===== src/verilog/cpu_settings.svh =====
`ifndef CPU_SETTINGS_SVH
`define CPU_SETTINGS_SVH

// Data path and instruction word width.
`define SIZE_DATA 24
`define SIZE_IMM  12
`define SIZE_OPC  6
`define SIZE_REG  4

// Register file sizes.
`define NUM_GP    16
`define NUM_SR    4
`define SR_IDX_W  2

// Special register 0 is never stored, it reads back as the pc.
`define SR_INDEX_PC 0

// Field positions inside the instruction word.
`define POS_OPC   18
`define POS_TGT   14
`define POS_SRC   10
`define POS_IMM   0

`endif

===== src/verilog/cpu_pkg.sv =====
`include "cpu_settings.svh"

package cpu_pkg;

    typedef logic [`SIZE_DATA-1:0] word_t;
    typedef logic [`SIZE_IMM-1:0]  imm_t;
    typedef logic [`SIZE_REG-1:0]  reg_idx_t;

    // ####################################################################
    // Opcodes
    // ####################################################################

    // Codes not listed here are executed as NOP.
    typedef enum logic [`SIZE_OPC-1:0] {
        OPC_NOP   = 6'h00,
        OPC_MOV   = 6'h01,
        OPC_ADD   = 6'h02,
        OPC_SUB   = 6'h03,
        OPC_NOT   = 6'h04,
        OPC_AND   = 6'h05,
        OPC_OR    = 6'h06,
        OPC_XOR   = 6'h07,
        OPC_MOVI  = 6'h08,
        OPC_MOVIS = 6'h09,
        OPC_LUI   = 6'h0a,
        OPC_SRMOV = 6'h0b,
        OPC_SRSET = 6'h0c,
        OPC_HALT  = 6'h3f
    } opc_e;

    // ####################################################################
    // Stage records
    // ####################################################################

    // Decode to execute.
    typedef struct packed {
        logic     valid;
        opc_e     opc;
        reg_idx_t tgt;
        reg_idx_t src;
        imm_t     imm;
        word_t    pc;
        word_t    instr;
    } dec_t;

    // Execute to register file and to the core output.
    typedef struct packed {
        logic     valid;
        logic     is_sr;
        reg_idx_t idx;
        word_t    value;
        word_t    pc;
    } wb_t;

endpackage


===== src/verilog/cpu_control.sv =====
`timescale 1ns/1ps

module cpu_control (
    input  logic iw_clk,
    input  logic iw_rst,
    input  logic start,
    input  logic halt_seen,
    output logic ready,
    output logic done,
    output logic clear_pc
);

    typedef enum logic [1:0] {
        ST_IDLE,
        ST_RUN,
        ST_DRAIN,
        ST_DONE
    } state_e;

    // Cycles between HALT leaving decode and the last writeback.
    localparam logic [1:0] DRAIN_CYCLES = 2'd2;

    state_e     state_q;
    state_e     state_d;
    logic [1:0] drain_cnt_q;
    logic       drain_done;

    assign clear_pc   = start && ((state_q == ST_IDLE) || (state_q == ST_DONE));
    assign drain_done = (state_q == ST_DRAIN) && (drain_cnt_q == DRAIN_CYCLES - 2'd1);

    always_comb begin
        state_d = state_q;
        case (state_q)
            ST_IDLE:  if (start) state_d = ST_RUN;
            ST_RUN:   if (halt_seen) state_d = ST_DRAIN;
            ST_DRAIN: if (drain_done) state_d = ST_DONE;
            ST_DONE:  if (start) state_d = ST_RUN;
            default:  state_d = ST_IDLE;
        endcase
    end

    always_ff @(posedge iw_clk or posedge iw_rst) begin
        if (iw_rst) begin
            state_q     <= ST_IDLE;
            drain_cnt_q <= '0;
        end else begin
            state_q     <= state_d;
            drain_cnt_q <= (state_q == ST_DRAIN) ? drain_cnt_q + 2'd1 : 2'd0;
        end
    end

    assign ready = (state_q == ST_RUN);
    assign done  = (state_q == ST_DONE);

endmodule


===== src/verilog/cpu_core.sv =====
`timescale 1ns/1ps
`include "cpu_settings.svh"

module cpu_core (
    input  logic           iw_clk,
    input  logic           iw_rst,
    input  logic           start,
    input  logic           instr_valid,
    input  cpu_pkg::word_t instr,
    output logic           ready,
    output cpu_pkg::wb_t   wb,
    output logic           done
);
    import cpu_pkg::*;

    logic  accept;
    logic  clear_pc;
    logic  halt_seen;
    word_t pc;
    dec_t  dec;
    word_t gp [`NUM_GP];
    word_t sr [`NUM_SR];

    // An instruction is taken only while the core is running.
    assign accept = instr_valid && ready;

    // ####################################################################
    // Control and fetch side
    // ####################################################################

    cpu_control u_cpu_control (
        .iw_clk    (iw_clk),
        .iw_rst    (iw_rst),
        .start     (start),
        .halt_seen (halt_seen),
        .ready     (ready),
        .done      (done),
        .clear_pc  (clear_pc)
    );

    cpu_pc_counter u_cpu_pc_counter (
        .iw_clk   (iw_clk),
        .iw_rst   (iw_rst),
        .clear_pc (clear_pc),
        .accept   (accept),
        .pc       (pc)
    );

    // ####################################################################
    // Pipeline
    // ####################################################################

    cpu_decode u_cpu_decode (
        .iw_clk    (iw_clk),
        .iw_rst    (iw_rst),
        .accept    (accept),
        .instr     (instr),
        .pc        (pc),
        .dec       (dec),
        .halt_seen (halt_seen)
    );

    cpu_execute u_cpu_execute (
        .iw_clk (iw_clk),
        .iw_rst (iw_rst),
        .dec    (dec),
        .gp     (gp),
        .sr     (sr),
        .wb     (wb)
    );

    cpu_regfile u_cpu_regfile (
        .iw_clk (iw_clk),
        .iw_rst (iw_rst),
        .wb     (wb),
        .gp     (gp),
        .sr     (sr)
    );

endmodule


===== src/verilog/cpu_decode.sv =====
`timescale 1ns/1ps
`include "cpu_settings.svh"

module cpu_decode (
    input  logic           iw_clk,
    input  logic           iw_rst,
    input  logic           accept,
    input  cpu_pkg::word_t instr,
    input  cpu_pkg::word_t pc,
    output cpu_pkg::dec_t  dec,
    output logic           halt_seen
);
    import cpu_pkg::*;

    logic [`SIZE_OPC-1:0] opc_raw;
    opc_e                 opc;

    assign opc_raw = instr[`POS_OPC +: `SIZE_OPC];

    // Only known codes pass, anything else becomes a NOP.
    always_comb begin
        case (opc_raw)
            OPC_MOV, OPC_ADD, OPC_SUB, OPC_NOT,
            OPC_AND, OPC_OR, OPC_XOR,
            OPC_MOVI, OPC_MOVIS, OPC_LUI,
            OPC_SRMOV, OPC_SRSET, OPC_HALT: begin
                opc = opc_e'(opc_raw);
            end
            default: begin
                opc = OPC_NOP;
            end
        endcase
    end

    // A cycle without accept leaves a bubble with valid low.
    always_ff @(posedge iw_clk or posedge iw_rst) begin
        if (iw_rst) begin
            dec <= '0;
        end else begin
            dec.valid <= accept;
            dec.opc   <= opc;
            dec.tgt   <= instr[`POS_TGT +: `SIZE_REG];
            dec.src   <= instr[`POS_SRC +: `SIZE_REG];
            dec.imm   <= instr[`POS_IMM +: `SIZE_IMM];
            dec.pc    <= pc;
            dec.instr <= instr;
        end
    end

    assign halt_seen = dec.valid && (dec.opc == OPC_HALT);

endmodule


===== src/verilog/cpu_execute.sv =====
`timescale 1ns/1ps
`include "cpu_settings.svh"

module cpu_execute (
    input  logic           iw_clk,
    input  logic           iw_rst,
    input  cpu_pkg::dec_t  dec,
    input  cpu_pkg::word_t gp [`NUM_GP],
    input  cpu_pkg::word_t sr [`NUM_SR],
    output cpu_pkg::wb_t   wb
);
    import cpu_pkg::*;

    logic [`SIZE_DATA-`SIZE_IMM-1:0] ui_q;
    word_t src_val;
    word_t tgt_val;
    word_t sr_val;
    word_t result;
    logic  writes;
    logic  to_sr;

    // ####################################################################
    // Operand read with bypass
    // ####################################################################

    // The register file is written one cycle after wb, so the previous
    // result is taken from wb directly when the indices match.
    always_comb begin
        src_val = gp[dec.src];
        tgt_val = gp[dec.tgt];
        sr_val  = sr[dec.src[`SR_IDX_W-1:0]];
        if (wb.valid && !wb.is_sr) begin
            if (wb.idx == dec.src) begin
                src_val = wb.value;
            end
            if (wb.idx == dec.tgt) begin
                tgt_val = wb.value;
            end
        end
        if (wb.valid && wb.is_sr && (wb.idx == dec.src) && (wb.idx < `NUM_SR)) begin
            sr_val = wb.value;
        end
    end

    // ####################################################################
    // Operation select
    // ####################################################################

    always_comb begin
        result = '0;
        writes = 1'b1;
        to_sr  = 1'b0;
        case (dec.opc)
            OPC_MOV:   result = src_val;
            OPC_ADD:   result = src_val + tgt_val;
            OPC_SUB:   result = src_val - tgt_val;
            OPC_NOT:   result = ~tgt_val;
            OPC_AND:   result = src_val & tgt_val;
            OPC_OR:    result = src_val | tgt_val;
            OPC_XOR:   result = src_val ^ tgt_val;
            OPC_MOVI:  result = {ui_q, dec.imm};
            OPC_MOVIS: result = {{(`SIZE_DATA-`SIZE_IMM){dec.imm[`SIZE_IMM-1]}}, dec.imm};
            OPC_SRMOV: begin
                result = (dec.src == `SR_INDEX_PC) ? dec.pc : sr_val;
            end
            OPC_SRSET: begin
                result = src_val;
                to_sr  = 1'b1;
            end
            // NOP, LUI and HALT pass through without a register write.
            default:   writes = 1'b0;
        endcase
    end

    always_ff @(posedge iw_clk or posedge iw_rst) begin
        if (iw_rst) begin
            ui_q <= '0;
            wb   <= '0;
        end else begin
            if (dec.valid && (dec.opc == OPC_LUI)) begin
                ui_q <= dec.imm;
            end
            wb.valid <= dec.valid && writes;
            wb.is_sr <= to_sr;
            wb.idx   <= dec.tgt;
            wb.value <= result;
            wb.pc    <= dec.pc;
        end
    end

endmodule


===== src/verilog/cpu_pc_counter.sv =====
`timescale 1ns/1ps

module cpu_pc_counter (
    input  logic           iw_clk,
    input  logic           iw_rst,
    input  logic           clear_pc,
    input  logic           accept,
    output cpu_pkg::word_t pc
);

    // The pc numbers accepted instructions, starting at zero after each start.
    always_ff @(posedge iw_clk or posedge iw_rst) begin
        if (iw_rst) begin
            pc <= '0;
        end else if (clear_pc) begin
            pc <= '0;
        end else if (accept) begin
            pc <= pc + 1'b1;
        end
    end

endmodule


===== src/verilog/cpu_regfile.sv =====
`timescale 1ns/1ps
`include "cpu_settings.svh"

module cpu_regfile (
    input  logic           iw_clk,
    input  logic           iw_rst,
    input  cpu_pkg::wb_t   wb,
    output cpu_pkg::word_t gp [`NUM_GP],
    output cpu_pkg::word_t sr [`NUM_SR]
);

    logic sr_write_ok;

    // Index 0 stands for the pc, and indices past the array do not exist.
    assign sr_write_ok = (wb.idx != `SR_INDEX_PC) && (wb.idx < `NUM_SR);

    always_ff @(posedge iw_clk or posedge iw_rst) begin
        if (iw_rst) begin
            for (int i = 0; i < `NUM_GP; i++) begin
                gp[i] <= '0;
            end
            for (int j = 0; j < `NUM_SR; j++) begin
                sr[j] <= '0;
            end
        end else if (wb.valid) begin
            if (!wb.is_sr) begin
                gp[wb.idx] <= wb.value;
            end else if (sr_write_ok) begin
                sr[wb.idx[`SR_IDX_W-1:0]] <= wb.value;
            end
        end
    end

endmodule


===== config.mk =====
export PLATFORM = sky130hd
export DESIGN_NAME = cpu_core
export DESIGN_NICKNAME = d
export VERILOG_FILES = /design/src/verilog/cpu_pkg.sv /design/src/verilog/cpu_control.sv /design/src/verilog/cpu_core.sv /design/src/verilog/cpu_decode.sv /design/src/verilog/cpu_execute.sv /design/src/verilog/cpu_pc_counter.sv /design/src/verilog/cpu_regfile.sv
export VERILOG_INCLUDE_DIRS = /design/src /design/src/verilog
export SDC_FILE = /design/constraint.sdc
export NUM_CORES = 2
export LEC_CHECK = 0
export ABC_AREA = 1
export CAP_MARGIN = 20
export CORE_MARGIN = 2
export CORE_UTILIZATION = 25
export CTS_CLUSTER_SIZE = 10
export DETAILED_ROUTE_END_ITERATION = 10
export DONT_BUFFER_PORTS = 1
export GPL_TIMING_DRIVEN = 0
export PLACE_DENSITY = 0.4
export SYNTH_ARGS = -nofsm -noshare
export SYNTH_HDL_FRONTEND = slang
export SYNTH_HIERARCHICAL = 1
export SYNTH_SLANG_ARGS = --single-unit
export TNS_END_PERCENT = 30

===== constraint.sdc =====
create_clock -name iw_clk -period 17.72 [get_ports iw_clk]
set_input_delay 0.886 -clock iw_clk [delete_from_list [all_inputs] [get_ports iw_clk]]
set_output_delay 0.886 -clock iw_clk [all_outputs]
set_load 0.05 [all_outputs]

==> key figures <==
Job
  – MaxCap Viol Count: 0

STA
  – Final setup vio count: 0
  – Fin crit share: 38.81%
  – Slack of the critical path: about 11 ns
  – Slew @ Worst Pin: roughly 1.3 ns
  – FMAX: approximately 150 MHz
  – Post-Route Skew: between 0.07 and 0.08 ns
  – RSZ-0062 raised after global routing: no
  – Max-Slew Margin vs Limit: 10.30%
  – Fin. Hold Viols: 0
  – Fin Setup TNS: 0 ns
  – Final slew viol count: 0
  – Tmin final: about 6.9 ns

Final layout
  – Layout cells sized above 1: roughly 7.5%
  – Finished Cell Area: approximately 0.043 mm^2
  – Register area: around 0.016 mm^2
  – Fillers: 16320
  – Area Overhead vs Synth: 16.32%
  – Final nets: between 5000 and 6000
  – Area of the multi-input gates: 0.01770 mm^2
  – Commonest cells after routing, fill and taps aside: 1448 x nand2_1, 772 x nand3_1, 623 x dfrtp_1
  – Commonest non-fill, non-tap cell in the layout: nand2_1

Global routing
  – Largest net degree at the start of global routing: 115
  – Initial antenna violation count: 19
  – Global routing usage on met2: a little under half
  – Number of global-route vias before repair: around 38000
  – GR Util All Layers: 30.79%
  – First-pass GRT wire length: roughly 320000 um
  – Grt ovf: 0
  – GR peak layer: met2
  – Met3 Use GR: under 10%
  – Met1 global-route usage: between 40% and 50%

Drt
  – Residual DRC: 0
  – Detailed Route WL: approximately 240000 um
  – Wire length per cell: roughly 33 um
  – Via count: around 40000
  – Router iterations before antenna repair: 6
  – Vias per inst: 5.522
  – Post-DRT Antenna Nets: 0
  – Initial DRC Count: around 5900

Run status
  – Status: finished, final reports clean

Logic synthesis
  – Mapped cell area: 0.03693 mm^2
  – Net count after synthesis: 5240
  – Syn_area_per_cell: approximately 7.2 um^2
  – YS warnings: 6
  – Cells after synthesis: around 5000

Worst setup path
  – Max stage delay on crit path: 0.88 ns
  – Worst setup EP type: register
  – Critical Path Most Common Cell: o21ai_0
  – CP max-delay cell: clkbuf_1
  – Crit path buf inv count: 6
  – Worst setup SP type: register
  – Required time of the worst setup path: ~18 ns
  – Delay-heaviest family, CP: buffers and inverters
  – Worst-path maximum fanout: 10
  – Setup Crit Path Kind: reg -> reg
  – Critical path cell sequence: buf_4, buf_2, buf_2, buf_2, clkbuf_1, o211ai_1, nand3_1, nand3_1, nand3_1, o21ai_0, ha_1, fa_1, inv_1, nand2_1, o21ai_0, a21oi_1, o211ai_1, a21oi_1, o21ai_0, nand3b_1, nand2_1, o21ai_0
  – CP Data Arrival Time: about 7.5 ns
  – Worst R2R Setup Slack: about 11 ns

Power and ir drop
  – Comb power frac: a little over a fifth
  – Leak: 0.02108 uW
  – Maximum vdd drop: between 0.00006 and 0.00007 V
  – Clock share of power: just over 40%
  – Total net switching power: ~1500 uW
  – Pwr Density: 98.36 mW/mm^2
  – Int Pwr: 2699 uW
  – Seq pwr share: 38.3%
  – Switching portion of total power: between 30% and 40%

Placement
  – IO buf count: 0
  – Gpl congestion: 1.029
  – Post-Place Worst Slack: 10.82 ns
  – Post-place instance area: around 0.04 mm^2
  – Hpwl dp: 178400 um

CTS
  – Root Buffer: clkbuf_16
  – Max Root-Sink Buffers: 3
  – CTS H-tree lvls: 3
  – Total setup buffers inserted after CTS: 0
  – Clk sinks: between 600 and 700
  – TritonCTS clock tree: built
  – CTS clk-pin slew, worst paths: approximately 0.050 ns
  – Worst skew pair latency: roughly 0.76 ns
  – CTS Buf Count: 82

Die
  – Die ar.: around 0.15 mm^2
  – Rows: 141
  – Core area: about 0.15 mm^2
  – Initial Utilization: roughly 25%
  – Io pins: 84
  – Chip width: 388.3 um
  – Die height: between 300 and 400 um

Min path
  – Min-Delay Path Class: in -> async
per-stage QoR:
stage	hold WS [ns]	utilization [%]	power [uW]	std cells
after global placement	0.3658	26.74	2469	7063
after floorplan	0.3488	-	2069	5133
after global routing	0.09218	29.18	4366	7261
final	0.05881	29.19	4224	7266
after CTS	0.04767	29.05	4225	7246
after detailed placement	0.3689	27.18	2488	7103
flip-flops by register name, summed over array words and instances, names as in the netlist:
register                   flops
u_cpu_control/state_q          2
u_cpu_control/drain_cnt_q      2
u_cpu_execute/ui_q            12
u_cpu_regfile/gp             384
u_cpu_execute/wb              54
u_cpu_regfile/sr              96
u_cpu_pc_counter/pc           24
u_cpu_decode/dec              49
area by class of cell:
type	count	share of cell area (%)
clock inverters	18	0.9060
well taps	1930	5.622
multi-input cells	3651	41.21
diodes	6	0.03496
inverters	414	3.650
flip-flops and latches	623	36.30
clock buffers	124	5.448
plain buffers	445	4.845
repair buffers	55	1.990
repair_timing:
| item | CTS | global route |
|---|---|---|
| hold buffers | 1 | 1 |
| resized for setup | 0 | 0 |
| endpoints found under the hold margin | 64 | 2 |
final timing paths:
| path | start | end | cells after the start |
|---|---|---|---|
| setup / recovery | u_cpu_decode/dec[11]$_DFF_PP0_ | u_cpu_execute/wb[46]$_DFFE_PP0P_ | 22 |
| hold / removal | iw_rst | u_cpu_decode/dec[43]$_DFF_PP0_ | 1 |
| setup reg to reg | u_cpu_decode/dec[11]$_DFF_PP0_ | u_cpu_execute/wb[46]$_DFFE_PP0P_ | 22 |
| hold reg to reg | u_cpu_pc_counter/pc[23]$_DFFE_PP0P_ | u_cpu_decode/dec[47]$_DFF_PP0_ | 0 |
| max in group asynchronous | iw_rst | u_cpu_regfile/gp[197]$_DFFE_PP0P_ | 5 |
| min in group iw_clk | instr[11] | u_cpu_decode/dec[11]$_DFF_PP0_ | 0 |
power by group through the flow:
stage | clock, uW | sequential (uW) | combinational (uW)
2_1_floorplan | 0 | 1600 | 472
3_3_place_gp | 0 | 1640 | 826
3_5_place_dp | 0 | 1640 | 846
4_1_cts | 1760 | 1620 | 849
5_1_grt | 1810 | 1620 | 932
6_report | 1720 | 1620 | 885
metal layers:
| metal | wire (um) | vias to the layer above |
|---|---|---|
| met5 | 27 | - |
| met4 | 15400 | 4 |
| met3 | 22740 | 615 |
| met2 | 99240 | 2413 |
| met1 | 99960 | 19890 |
| li1 | - | 17200 |
Power figures use the tool's default switching activity.
